<file path="config.mk">
export PLATFORM = sky130hd
export DESIGN_NAME = rs_top
export DESIGN_NICKNAME = d
export VERILOG_FILES = /design/src/common/rs_pkg.sv /design/src/common/cdb_if.sv /design/src/rs/psel_gen.sv /design/src/rs/rs.sv /design/src/hdl/alu_unit.sv /design/src/hdl/mult_unit.sv /design/src/hdl/cdb_arbiter.sv /design/src/hdl/rs_top.sv
export SDC_FILE = /design/constraint.sdc
export NUM_CORES = 2
export LEC_CHECK = 0
export ABC_AREA = 1
export BUFFER_PORTS_ARGS = -buffer_cell sky130_fd_sc_hd__buf_2
export CAP_MARGIN = 20
export CORE_ASPECT_RATIO = 1.4
export CORE_MARGIN = 8
export CORE_UTILIZATION = 65
export CTS_CLUSTER_DIAMETER = 150
export DETAILED_ROUTE_END_ITERATION = 8
export GPL_ROUTABILITY_DRIVEN = 0
export PLACE_DENSITY = 0.79
export SYNTH_ARGS = -nofsm -noshare
export SYNTH_HDL_FRONTEND = slang
export SYNTH_SLANG_ARGS = --single-unit
</file>
<file path="constraint.sdc">
create_clock -name clock -period 8.3 [get_ports clock]
set_clock_uncertainty 0.1 [all_clocks]
set_input_delay 0.415 -clock clock [delete_from_list [all_inputs] [get_ports clock]]
set_output_delay 0.415 -clock clock [all_outputs]
set_load 0.01 [all_outputs]
</file>
<file path="src/common/rs_pkg.sv">
package rs_pkg;

    // station geometry
    localparam int rs_size = 8;
    localparam int rs_cnt_width = $clog2(rs_size + 1);

    // tag 0 means no tag and is never broadcast
    localparam int tag_width = 6;
    localparam int data_width = 32;

    // dispatch opcode is {class, op}
    localparam int op_width = 2;
    localparam int code_width = op_width + 1;

    localparam logic fu_alu_code = 1'b0;
    localparam logic fu_mult_code = 1'b1;

    localparam logic [op_width-1:0] op_add = 2'd0;
    localparam logic [op_width-1:0] op_sub = 2'd1;
    localparam logic [op_width-1:0] op_and = 2'd2;
    localparam logic [op_width-1:0] op_xor = 2'd3;

    localparam logic [code_width-1:0] op_mul = {fu_mult_code, {op_width{1'b0}}};

    // multiplier timing
    localparam int mult_latency = 3;
    localparam int mult_cnt_width = $clog2(mult_latency);

    // operand slot holds the value once ready or the producer tag while waiting
    typedef union packed {
        logic [data_width-1:0] value;
        struct packed {
            logic [data_width-tag_width-1:0] unused;
            logic [tag_width-1:0] tag;
        } pending;
    } operand_word;

endpackage

</file>
<file path="src/common/cdb_if.sv">
`timescale 1ns/1ps

interface cdb_if;

    logic valid;
    logic [rs_pkg::tag_width-1:0] tag;
    logic [rs_pkg::data_width-1:0] value;
    logic ready;

    modport source (
        output valid, tag, value,
        input  ready
    );

    modport sink (
        input  valid, tag, value,
        output ready
    );

endinterface

</file>
<file path="src/rs/psel_gen.sv">
`timescale 1ns/1ps

module psel_gen #(
    parameter int width = 8
) (
    input  logic [width-1:0] req,
    output logic [width-1:0] gnt,
    output logic             empty
);

    // scan from the top so the lowest request wins
    always_comb begin
        gnt = '0;
        for (int i = width - 1; i >= 0; i--) begin
            if (req[i]) begin
                gnt = '0;
                gnt[i] = 1'b1;
            end
        end
    end

    assign empty = ~|req; // nothing to grant

endmodule

</file>
<file path="src/rs/rs.sv">
`timescale 1ns/1ps

module rs (
    input  logic                                clock,
    input  logic                                reset,
    input  logic                                disp_valid,
    input  logic [rs_pkg::code_width-1:0]       disp_op,
    input  logic [rs_pkg::tag_width-1:0]        disp_dest,
    input  logic                                disp_a_ready,
    input  rs_pkg::operand_word                 disp_a,
    input  logic                                disp_b_ready,
    input  rs_pkg::operand_word                 disp_b,
    output logic                                disp_ready,
    cdb_if.sink                                 cdb,
    output logic                                alu_valid,
    input  logic                                alu_ready,
    output logic [rs_pkg::op_width-1:0]         alu_op,
    output logic [rs_pkg::data_width-1:0]       alu_a,
    output logic [rs_pkg::data_width-1:0]       alu_b,
    output logic [rs_pkg::tag_width-1:0]        alu_dest,
    output logic                                mult_valid,
    input  logic                                mult_ready,
    output logic [rs_pkg::data_width-1:0]       mult_a,
    output logic [rs_pkg::data_width-1:0]       mult_b,
    output logic [rs_pkg::tag_width-1:0]        mult_dest
);

    // entry state
    logic [rs_pkg::rs_size-1:0]      valid_q;
    logic [rs_pkg::code_width-1:0]   op_q [rs_pkg::rs_size];
    logic [rs_pkg::tag_width-1:0]    dest_q [rs_pkg::rs_size];
    logic [rs_pkg::rs_size-1:0]      a_rdy_q;
    logic [rs_pkg::rs_size-1:0]      b_rdy_q;
    rs_pkg::operand_word             a_q [rs_pkg::rs_size];
    rs_pkg::operand_word             b_q [rs_pkg::rs_size];
    logic [rs_pkg::rs_cnt_width-1:0] count_q;

    logic [rs_pkg::rs_size-1:0] free_sel;
    logic [rs_pkg::rs_size-1:0] a_hit;
    logic [rs_pkg::rs_size-1:0] b_hit;
    logic [rs_pkg::rs_size-1:0] alu_req;
    logic [rs_pkg::rs_size-1:0] mult_req;
    logic [rs_pkg::rs_size-1:0] alu_gnt;
    logic [rs_pkg::rs_size-1:0] mult_gnt;
    logic disp_fire, disp_a_hit, disp_b_hit;
    logic alu_fire, mult_fire, alu_empty, mult_empty;

    assign cdb.ready = 1'b1; // station always listens
    assign disp_ready = count_q < rs_pkg::rs_cnt_width'(rs_pkg::rs_size);
    assign disp_fire = disp_valid && disp_ready;

    // lowest free slot
    always_comb begin
        free_sel = '0;
        for (int i = rs_pkg::rs_size - 1; i >= 0; i--) begin
            if (!valid_q[i]) begin
                free_sel = '0;
                free_sel[i] = 1'b1;
            end
        end
    end

    always_comb begin
        for (int i = 0; i < rs_pkg::rs_size; i++) begin
            a_hit[i] = cdb.valid && !a_rdy_q[i] && (a_q[i].pending.tag == cdb.tag);
            b_hit[i] = cdb.valid && !b_rdy_q[i] && (b_q[i].pending.tag == cdb.tag);
            alu_req[i] = valid_q[i] && a_rdy_q[i] && b_rdy_q[i]
                         && (op_q[i][rs_pkg::op_width] == rs_pkg::fu_alu_code);
            mult_req[i] = valid_q[i] && a_rdy_q[i] && b_rdy_q[i]
                          && (op_q[i][rs_pkg::op_width] == rs_pkg::fu_mult_code);
        end
    end

    // wakeup of an operation arriving this cycle
    assign disp_a_hit = cdb.valid && !disp_a_ready && (disp_a.pending.tag == cdb.tag);
    assign disp_b_hit = cdb.valid && !disp_b_ready && (disp_b.pending.tag == cdb.tag);

    psel_gen #(.width(rs_pkg::rs_size)) alu_sel (
        .req   (alu_req),
        .gnt   (alu_gnt),
        .empty (alu_empty)
    );

    psel_gen #(.width(rs_pkg::rs_size)) mult_sel (
        .req   (mult_req),
        .gnt   (mult_gnt),
        .empty (mult_empty)
    );

    assign alu_valid = !alu_empty;
    assign mult_valid = !mult_empty;
    assign alu_fire = alu_valid && alu_ready;
    assign mult_fire = mult_valid && mult_ready;

    // one-hot grant mux
    always_comb begin
        alu_op = '0;
        alu_a = '0;
        alu_b = '0;
        alu_dest = '0;
        mult_a = '0;
        mult_b = '0;
        mult_dest = '0;
        for (int i = 0; i < rs_pkg::rs_size; i++) begin
            if (alu_gnt[i]) begin
                alu_op = op_q[i][rs_pkg::op_width-1:0];
                alu_a = a_q[i].value;
                alu_b = b_q[i].value;
                alu_dest = dest_q[i];
            end
            if (mult_gnt[i]) begin
                mult_a = a_q[i].value;
                mult_b = b_q[i].value;
                mult_dest = dest_q[i];
            end
        end
    end

    always_ff @(posedge clock) begin
        if (reset) begin
            valid_q <= '0;
            count_q <= '0;
        end else begin
            valid_q <= (valid_q | ({rs_pkg::rs_size{disp_fire}} & free_sel))
                       & ~({rs_pkg::rs_size{alu_fire}} & alu_gnt)
                       & ~({rs_pkg::rs_size{mult_fire}} & mult_gnt);
            count_q <= count_q + rs_pkg::rs_cnt_width'(disp_fire)
                       - rs_pkg::rs_cnt_width'(alu_fire)
                       - rs_pkg::rs_cnt_width'(mult_fire);
        end
    end

    always_ff @(posedge clock) begin
        for (int i = 0; i < rs_pkg::rs_size; i++) begin
            if (disp_fire && free_sel[i]) begin
                op_q[i] <= disp_op;
                dest_q[i] <= disp_dest;
                a_rdy_q[i] <= disp_a_ready || disp_a_hit;
                b_rdy_q[i] <= disp_b_ready || disp_b_hit;
                a_q[i] <= disp_a;
                b_q[i] <= disp_b;
                if (disp_a_hit) a_q[i].value <= cdb.value;
                if (disp_b_hit) b_q[i].value <= cdb.value;
            end else begin
                if (a_hit[i]) begin
                    a_rdy_q[i] <= 1'b1;
                    a_q[i].value <= cdb.value;
                end
                if (b_hit[i]) begin
                    b_rdy_q[i] <= 1'b1;
                    b_q[i].value <= cdb.value;
                end
            end
        end
    end

endmodule

</file>
<file path="src/hdl/alu_unit.sv">
`timescale 1ns/1ps

module alu_unit (
    input  logic                          clock,
    input  logic                          reset,
    input  logic                          issue_valid,
    output logic                          issue_ready,
    input  logic [rs_pkg::op_width-1:0]   op,
    input  logic [rs_pkg::data_width-1:0] a,
    input  logic [rs_pkg::data_width-1:0] b,
    input  logic [rs_pkg::tag_width-1:0]  dest,
    cdb_if.source                         result
);

    logic                          full_q;
    logic [rs_pkg::tag_width-1:0]  tag_q;
    logic [rs_pkg::data_width-1:0] value_q;
    logic [rs_pkg::data_width-1:0] res;
    logic                          issue_fire;

    always_comb begin
        res = '0;
        case (op)
            rs_pkg::op_add: res = a + b;
            rs_pkg::op_sub: res = a - b;
            rs_pkg::op_and: res = a & b;
            rs_pkg::op_xor: res = a ^ b;
        endcase
    end

    assign issue_ready = !full_q || result.ready; // empty or draining
    assign issue_fire = issue_valid && issue_ready;

    assign result.valid = full_q;
    assign result.tag = tag_q;
    assign result.value = value_q;

    always_ff @(posedge clock) begin
        if (reset) full_q <= 1'b0;
        else if (issue_fire) full_q <= 1'b1;
        else if (result.ready) full_q <= 1'b0;
    end

    always_ff @(posedge clock) begin
        if (issue_fire) begin
            value_q <= res;
            tag_q <= dest;
        end
    end

endmodule

</file>
<file path="src/hdl/mult_unit.sv">
`timescale 1ns/1ps

module mult_unit (
    input  logic                          clock,
    input  logic                          reset,
    input  logic                          issue_valid,
    output logic                          issue_ready,
    input  logic [rs_pkg::data_width-1:0] a,
    input  logic [rs_pkg::data_width-1:0] b,
    input  logic [rs_pkg::tag_width-1:0]  dest,
    cdb_if.source                         result
);

    logic                              busy_q;
    logic [rs_pkg::mult_cnt_width-1:0] cnt_q;
    logic [rs_pkg::data_width-1:0]     a_q;
    logic [rs_pkg::data_width-1:0]     b_q;
    logic [rs_pkg::data_width-1:0]     prod_q;
    logic [rs_pkg::tag_width-1:0]      tag_q;
    logic                              issue_fire;

    assign issue_ready = !busy_q; // one operation at a time
    assign issue_fire = issue_valid && !busy_q;

    assign result.valid = busy_q && (cnt_q == '0);
    assign result.tag = tag_q;
    assign result.value = prod_q;

    always_ff @(posedge clock) begin
        if (reset) begin
            busy_q <= 1'b0;
            cnt_q <= '0;
        end else if (issue_fire) begin
            busy_q <= 1'b1;
            cnt_q <= rs_pkg::mult_cnt_width'(rs_pkg::mult_latency - 1);
        end else if (busy_q && cnt_q != '0) begin
            cnt_q <= cnt_q - 1'b1;
        end else if (result.valid && result.ready) begin
            busy_q <= 1'b0;
        end
    end

    always_ff @(posedge clock) begin
        if (issue_fire) begin
            a_q <= a;
            b_q <= b;
            tag_q <= dest;
        end
        if (busy_q && cnt_q != '0) prod_q <= a_q * b_q; // low word only
    end

endmodule

</file>
<file path="src/hdl/cdb_arbiter.sv">
`timescale 1ns/1ps

module cdb_arbiter (
    input  logic  clock,
    input  logic  reset,
    cdb_if.sink   mult_in,
    cdb_if.sink   alu_in,
    cdb_if.source bus
);

    logic                          valid_q;
    logic [rs_pkg::tag_width-1:0]  tag_q;
    logic [rs_pkg::data_width-1:0] value_q;
    logic                          take_mult;
    logic                          take_alu;

    // multiplier has priority over the alu
    assign mult_in.ready = bus.ready;
    assign alu_in.ready = bus.ready && !mult_in.valid;

    assign take_mult = mult_in.valid && mult_in.ready;
    assign take_alu = alu_in.valid && alu_in.ready;

    assign bus.valid = valid_q;
    assign bus.tag = tag_q;
    assign bus.value = value_q;

    always_ff @(posedge clock) begin
        if (reset) valid_q <= 1'b0;
        else valid_q <= take_mult || take_alu; // one-cycle pulse per result
    end

    always_ff @(posedge clock) begin
        if (take_mult) begin
            tag_q <= mult_in.tag;
            value_q <= mult_in.value;
        end else if (take_alu) begin
            tag_q <= alu_in.tag;
            value_q <= alu_in.value;
        end
    end

endmodule

</file>
<file path="src/hdl/rs_top.sv">
`timescale 1ns/1ps

module rs_top (
    input  logic                          clock,
    input  logic                          reset,
    input  logic                          disp_valid,
    input  logic [rs_pkg::code_width-1:0] disp_op,
    input  logic [rs_pkg::tag_width-1:0]  disp_dest,
    input  logic                          disp_a_ready,
    input  rs_pkg::operand_word           disp_a,
    input  logic                          disp_b_ready,
    input  rs_pkg::operand_word           disp_b,
    output logic                          disp_ready,
    output logic                          cdb_valid,
    output logic [rs_pkg::tag_width-1:0]  cdb_tag,
    output logic [rs_pkg::data_width-1:0] cdb_value
);

    logic                          alu_valid, alu_ready, mult_valid, mult_ready;
    logic [rs_pkg::op_width-1:0]   alu_op;
    logic [rs_pkg::data_width-1:0] alu_a, alu_b, mult_a, mult_b;
    logic [rs_pkg::tag_width-1:0]  alu_dest, mult_dest;

    cdb_if alu_res ();
    cdb_if mult_res ();
    cdb_if bcast ();

    rs u_rs (
        .clock, .reset, .disp_valid, .disp_op, .disp_dest,
        .disp_a_ready, .disp_a, .disp_b_ready, .disp_b, .disp_ready,
        .cdb (bcast.sink),
        .alu_valid, .alu_ready, .alu_op, .alu_a, .alu_b, .alu_dest,
        .mult_valid, .mult_ready, .mult_a, .mult_b, .mult_dest
    );

    alu_unit u_alu (
        .clock, .reset, .issue_valid (alu_valid), .issue_ready (alu_ready),
        .op (alu_op), .a (alu_a), .b (alu_b), .dest (alu_dest), .result (alu_res.source)
    );

    mult_unit u_mult (
        .clock, .reset, .issue_valid (mult_valid), .issue_ready (mult_ready),
        .a (mult_a), .b (mult_b), .dest (mult_dest), .result (mult_res.source)
    );

    cdb_arbiter u_arb (
        .clock, .reset, .mult_in (mult_res.sink), .alu_in (alu_res.sink), .bus (bcast.source)
    );

    assign cdb_valid = bcast.valid;
    assign cdb_tag = bcast.tag;
    assign cdb_value = bcast.value;

endmodule

</file>
## Word-level counts from Yosys, hierarchy flattened

Memory sizes are Yosys's and may differ from the RTL's.
Cells that the tools add are included.

| word-level totals | value |
|---|---|
| memories | 4 |
| input port bits | 78 |
| output and inout bits | 40 |
| RAM bits | 584 |
| word-level logic and storage cells | 559 |
| register bits after elaboration | 211 |

| cells by class | value |
|---|---|
| reduce and logical (&&, ||, !) cells | 147 |
| equal/unequal tests | 23 |
| bitwise operators | 50 |
| $lt $le $gt $ge | 1 |
| $mul | 1 |
| muxes and demuxes | 296 |
| $add $sub $neg | 6 |

Memory list:

| name | words | width | read ports | clocked after Yosys merged registers in | wr ports | line | source |
|---|---|---|---|---|---|---|---|
| u_rs.a_q | 8 | 32 | 8 | 0 | 8 | rs.sv:34 | `rs_pkg::operand_word a_q [rs_pkg::rs_size];` |
| u_rs.b_q | 8 | 32 | 8 | 0 | 8 | rs.sv:35 | `rs_pkg::operand_word b_q [rs_pkg::rs_size];` |
| u_rs.dest_q | 8 | 6 | 8 | 0 | 1 | rs.sv:31 | `logic [rs_pkg::tag_width-1:0] dest_q [rs_pkg::rs_size];` |
| u_rs.op_q | 8 | 3 | 8 | 0 | 1 | rs.sv:30 | `logic [rs_pkg::code_width-1:0] op_q [rs_pkg::rs_size];` |

Operator list:

| cell | count |
|---|---|
| 32-bit 2-to-1 mux | 66 |
| 8-bit 2-to-1 mux | 24 |
| 6-bit 2-to-1 mux | 25 |
| 1-bit 2-to-1 mux | 149 |
| 32-bit case mux with 4 select lines | 1 |
| 6-bit == test | 18 |
| 1-bit logical AND | 82 |
| 3-bit 2-to-1 mux | 21 |
| 6-bit OR reduction | 7 |
| 8-bit AND | 5 |
| 2-bit nonzero test | 20 |
| 32-bit adder | 1 |
| 32-bit AND | 1 |
| 32-bit by 32-bit multiplier with 32-bit output | 1 |
| 1-bit bitwise OR | 32 |
| 32-bit subtractor | 1 |
| 32-bit XOR | 1 |
| 1-bit zero test | 21 |
| 3-bit OR reduction | 7 |
| 2-bit 2-to-1 mux | 10 |
| 8-bit NOT | 2 |
| 8-bit OR reduction | 2 |
| 1-bit NOT | 8 |
| 8-bit bitwise OR | 1 |
| 11 further kinds | 18 |

## Depth between registers and ports, before layout

| depth | value |
|---|---|
| depth in word-level cells | 21 |
| mapped depth | 35 |
| depth with buffers taken out | 34 |

## Hierarchy

From an unflattened synthesis, not the netlist that was laid out.

| unflattened totals | value |
|---|---|
| cells, all modules | 9130 |
| area, all modules | 66890.4 um^2 |

Modules (own cells, without submodules):

| module | area an instance (um^2) | seq. area each (um^2) | cells each | instances |
|---|---|---|---|---|
| rs | 39645.5 | 18257.5 | 5663 | 1 |
| mult_unit | 19852.8 | 3123.0 | 2383 | 1 |
| alu_unit | 5436.5 | 1161.1 | 861 | 1 |
| cdb_arbiter | 1750.4 | 1161.1 | 173 | 1 |
| psel_gen | 102.6 | 0.0 | 25 | 2 |

## Worst setup path before layout

No wires, ideal clock.

| timing | value |
|---|---|
| path kind | register -> register |
| from | reg u_mult.b_q[2] (netlist bit) |
| to | reg u_mult.prod_q (netlist bit u_mult.result.value[29]), data pin |
| setup slack | 1.617 ns |
| cell stages (with the launch flop) | 22 |
| data arrival time | 6.317 ns |
| clock period less this slack | 6.683 ns |
| buffers on the path | 2 |
| required time | 7.934 ns |
| setup time | 0.266 ns |
| cell sequence | edfxtp_1 -> clkbuf_1 -> buf_1 -> nand2_1 -> fa_1 -> inv_1 -> fa_1 -> inv_1 -> fa_1 -> fa_1 -> inv_1 -> fa_1 -> fa_1 -> fa_1 -> fa_1 -> ha_1 -> nand2_1 -> nor2_1 -> nand2_1 -> or4_1 -> o221ai_1 -> xor2_1 |

| between the ends | value |
|---|---|
| cells in the longest elaborated chain, start to end | 1 |

RTL lines:

| what | line | source |
|---|---|---|
| from (decl) | mult_unit.sv:17 | `logic [rs_pkg::data_width-1:0] b_q;` |
| from (signal assigned) | mult_unit.sv:46 | `b_q <= b;` |
| 32-bit by 32-bit multiplier with 32-bit output | mult_unit.sv:49 | `if (busy_q && cnt_q != '0) prod_q <= a_q * b_q;` |
| to (signal assigned) | mult_unit.sv:49 |  |
| to (decl) | mult_unit.sv:18 | `logic [rs_pkg::data_width-1:0] prod_q;` |

Every way passes these cells.
A chain may end at the register's enable or synchronous reset.

## Worst setup path after layout

| timing | value |
|---|---|
| from | reg u_mult.b_q[4] (netlist bit) |
| to | reg u_mult.prod_q (netlist bit u_mult.result.value[31]), data pin |

Same word-level chain as after synthesis.

==> metrics list <==
- Synth cell count leaders: nand2_1 (1797), inv_1 (1053), edfxtp_1 (778)
- After the last flow step, the layout net total stands at 7335.
- After clock tree synthesis, the clock-pin slew on the worst setup and hold paths is 0.07 ns.
* Number of remaining DRC errors: 16
- At the end of the flow the core is filled with cells to 0.698.
- Number of search-and-repair iterations in the first detailed-routing pass: 9
- The first global-routing pass estimated 308 mm of wire.
* Post-synthesis sequential area ratio: 0.401
- The total overflow left after global routing is 0.
- The clock drives 795 sinks.
* Die extent in x: 271 um
* Measured slew at the worst slew-check pin: 1.50 ns
* Count of buffers inserted at the top-level ports: 117
* Wire length per cell: 26.4 um
* Per-instance average area after synthesis: 8.71 um^2
- Arrival @ worst endpoint: 8.08 ns
* Crit end category: flip-flop
* Number of global-route vias before repair: 51700
- Entering global routing, the biggest net connects 67 pins.
- Total routed wirelength: 209 mm
* Largest buffer count on any clock path: 3
* Crit path depth: 25
* Setup TNS: 0 ns
- The floorplan has 131 rows.
* All-Layer GR Usage: 0.406
* Pins Over Slew Limit: 2
* Main area contributors after synthesis: edfxtp_1 (40%), fa_1 (14%), nand2_1 (11%), inv_1 (6.7%), o21ai_0 (5.3%)
- Hold path depth: 3
- The worst setup path is launched from a flip-flop.
* Drt via density: 6.58
* Multi-input combinational cell area: 29900 um^2
* Failing checks: DRC, capacitance limit, slew limit
- Critical setup path kind: flip-flop to flip-flop
- Max cap viols: 1
* Critical-path maximum fanout: 28
- Top delay family on crit path: adder cells
* Dominant register cell in the synthesized netlist: edfxtp_1
- Number of unique standard cell types used by synthesis: 65
- Area occupied by registers: 23700 um^2
- Setup violations remaining at the end of the flow were counted as 0.
- After synthesis the netlist holds a flip-flop and latch count of 795.
* Final HPWL DP: 143 mm
* Hold crit path type: primary input to flip-flop
* Clock root buffer: clkbuf_16
- Once detail routing completed, the nets flagged for antenna violations numbered 0.
- Deepest level of the CTS H-tree: 3
- For this block, the initial DRC count from the detailed router was 8867.
* Crit-path max cell delay: 1.12 ns
- Setup slack after layout: 0.564 ns
- Worst Reg2Reg Path Length in Cells: 25
- Of the cells placed in the final design, the portion with a size suffix greater than 1 is 0.0723.
* Number of top-level pins: 118
* Number of synthesis warnings: 0
- In this run, post-CTS repair resized a total of 0 instances.
- After floorplanning, the core was sized to cover 90600 um^2.
- The largest total area in the synthesized netlist belongs to edfxtp_1.
- Total via count in the routed design: 52200
* TritonCTS clock tree: built
- Clock insertion delay at the later pin of the skew report: 0.70 ns
- Starting density of the core: 0.652
* Worst setup slack after placement: 0.849 ns
* Mapped Area: 59100 um^2
- Total buffers and inverters traversed by the critical path: 7
- Share of the synthesized area in the top cell type: 0.396
- nand2_1 is the most common cell in the netlist.
* Die area: 101000 um^2
- After filler insertion, the fill cell instance count of the layout stands at 6719.
- Subtracting the final worst setup slack from the clock period gives 7.74 ns.
- Counting flops with a built-in enable in the synthesized netlist gives 778.
- Normalized max-slew margin: -0.00858
- Cell with the largest stage delay on the worst path: edfxtp_1
- Compared with the post-synthesis result, the final layout area differs by 7.06%.
- Share of synthesized flip-flops with an asynchronous set or reset: 0
* TritonCTS buffer count: 79
- Number of placed cells counting well taps: 7758
- Initial antenna violation count: 23
* Die Height: 373 um
* Share of the cycle needed by the critical path after routing: 0.932
- Gate Count Post-Synth: 6780
* Data required time of the worst path: 8.64 ns
- Outcome: finished with violations
- The final-report hold violation count is 0.
- Derived from the worst setup path, the maximum achievable clock frequency is 129 MHz.
* Net count of the mapped netlist: 7460
- Cell Count, Final, Fillers Out: 7932
- RSZ-0062 raised after global routing: false
## registers in the layout, indices dropped and copies added (netlist names)
register             count
u_mult.cnt_q             2
u_arb.bus.tag            6
u_mult.a_q              32
u_rs.op_q               24
u_rs.a_rdy_q             8
u_alu.result.tag         6
u_mult.b_q              32
u_mult.result.tag        6
u_alu.result.valid       1
u_rs.count_q             4
u_rs.b_q               256
u_rs.valid_q             8
u_arb.bus.valid          1
u_arb.bus.value         32
u_rs.b_rdy_q             8
u_rs.dest_q             48
u_mult.busy_q            1
u_mult.result.value     32
u_rs.a_q               256
u_alu.result.value      32
## routing by layer
layer	GRT usage	part of all wire	up-vias
li1	-	-	21900
met1	0.462	0.30	24300
met2	0.631	0.45	4551
met3	0.132	0.15	1384
met4	0.313	0.096	14
met5	0	0.00046	-
## per-stage QoR
step | instance area [um^2] | hold WS (ns)
after floorplan | 59100 | 0.322
after global placement | 60500 | 0.333
after detailed placement | 60500 | 0.343
after CTS | 63100 | 0.00303
after global routing | 63200 | 0.0360
final | 63200 | 0.0181
## layout make-up
class,instances,share of cell area
inverters,1077,0.0640
diodes,17,0.000673
clock buffers,94,0.0325
clock inverters,50,0.00817
flip-flops and latches,795,0.375
repair buffers,234,0.0241
well taps,1197,0.0237
multi-input cells,4468,0.472
## layout by cell type (no fill, tap or decap), types with 98 or more instances in the layout
| cell | n |
|---|---|
| buf_4 | 104 |
| buf_2 | 117 |
| nor2_1 | 296 |
| inv_1 | 1051 |
| fa_1 | 411 |
| o21ai_0 | 627 |
| ha_1 | 191 |
| a221oi_1 | 98 |
| edfxtp_1 | 778 |
| nand3_1 | 220 |
| a21oi_1 | 196 |
| nand2_1 | 1790 |
## worst paths after layout
check,from,slack (ns),endpoint
setup / recovery,u_mult.b_q[4],0.56,u_mult.result.value[31]
hold / removal,disp_b[11],0.02,u_rs.b_q[0][43]
setup reg to reg,u_mult.b_q[4],0.56,u_mult.result.value[31]
hold reg to reg,u_rs.count_q[3],0.35,u_rs.count_q[3]
## worst reg2reg max path: cells and delay by family (launching register included)
kind / cells / cell delay [ns]
buffers and inverters: 7 / 0.72
adder cells (fa/ha/maj): 9 / 3.68
AO/OA/AOI/OAI: 3 / 1.21
AND/OR/NAND/NOR: 6 / 0.69
flip-flops: 1 / 1.12
## cells by family (layout without fill, tap and decap cells)
logic type	Yosys count	in the layout	synth area share
adder cells (fa/ha/maj)	602	602	0.180
XOR/XNOR	157	157	0.0233
buffers and inverters	1517	1455	0.0996
flip-flops	795	795	0.401
multiplexers	39	39	0.00741
AND/OR/NAND/NOR	2437	2437	0.166
AO/OA/AOI/OAI	1233	1233	0.123
other	0	17	0
## timing repair
action	CTS	global route
buffers inserted	0	0
hold endpoints to repair	84	0
hold buffers	11	0
Power is left out: the tool's default activity adds up to more than one toggle a clock period on the data nets, which glitch-free logic cannot reach.
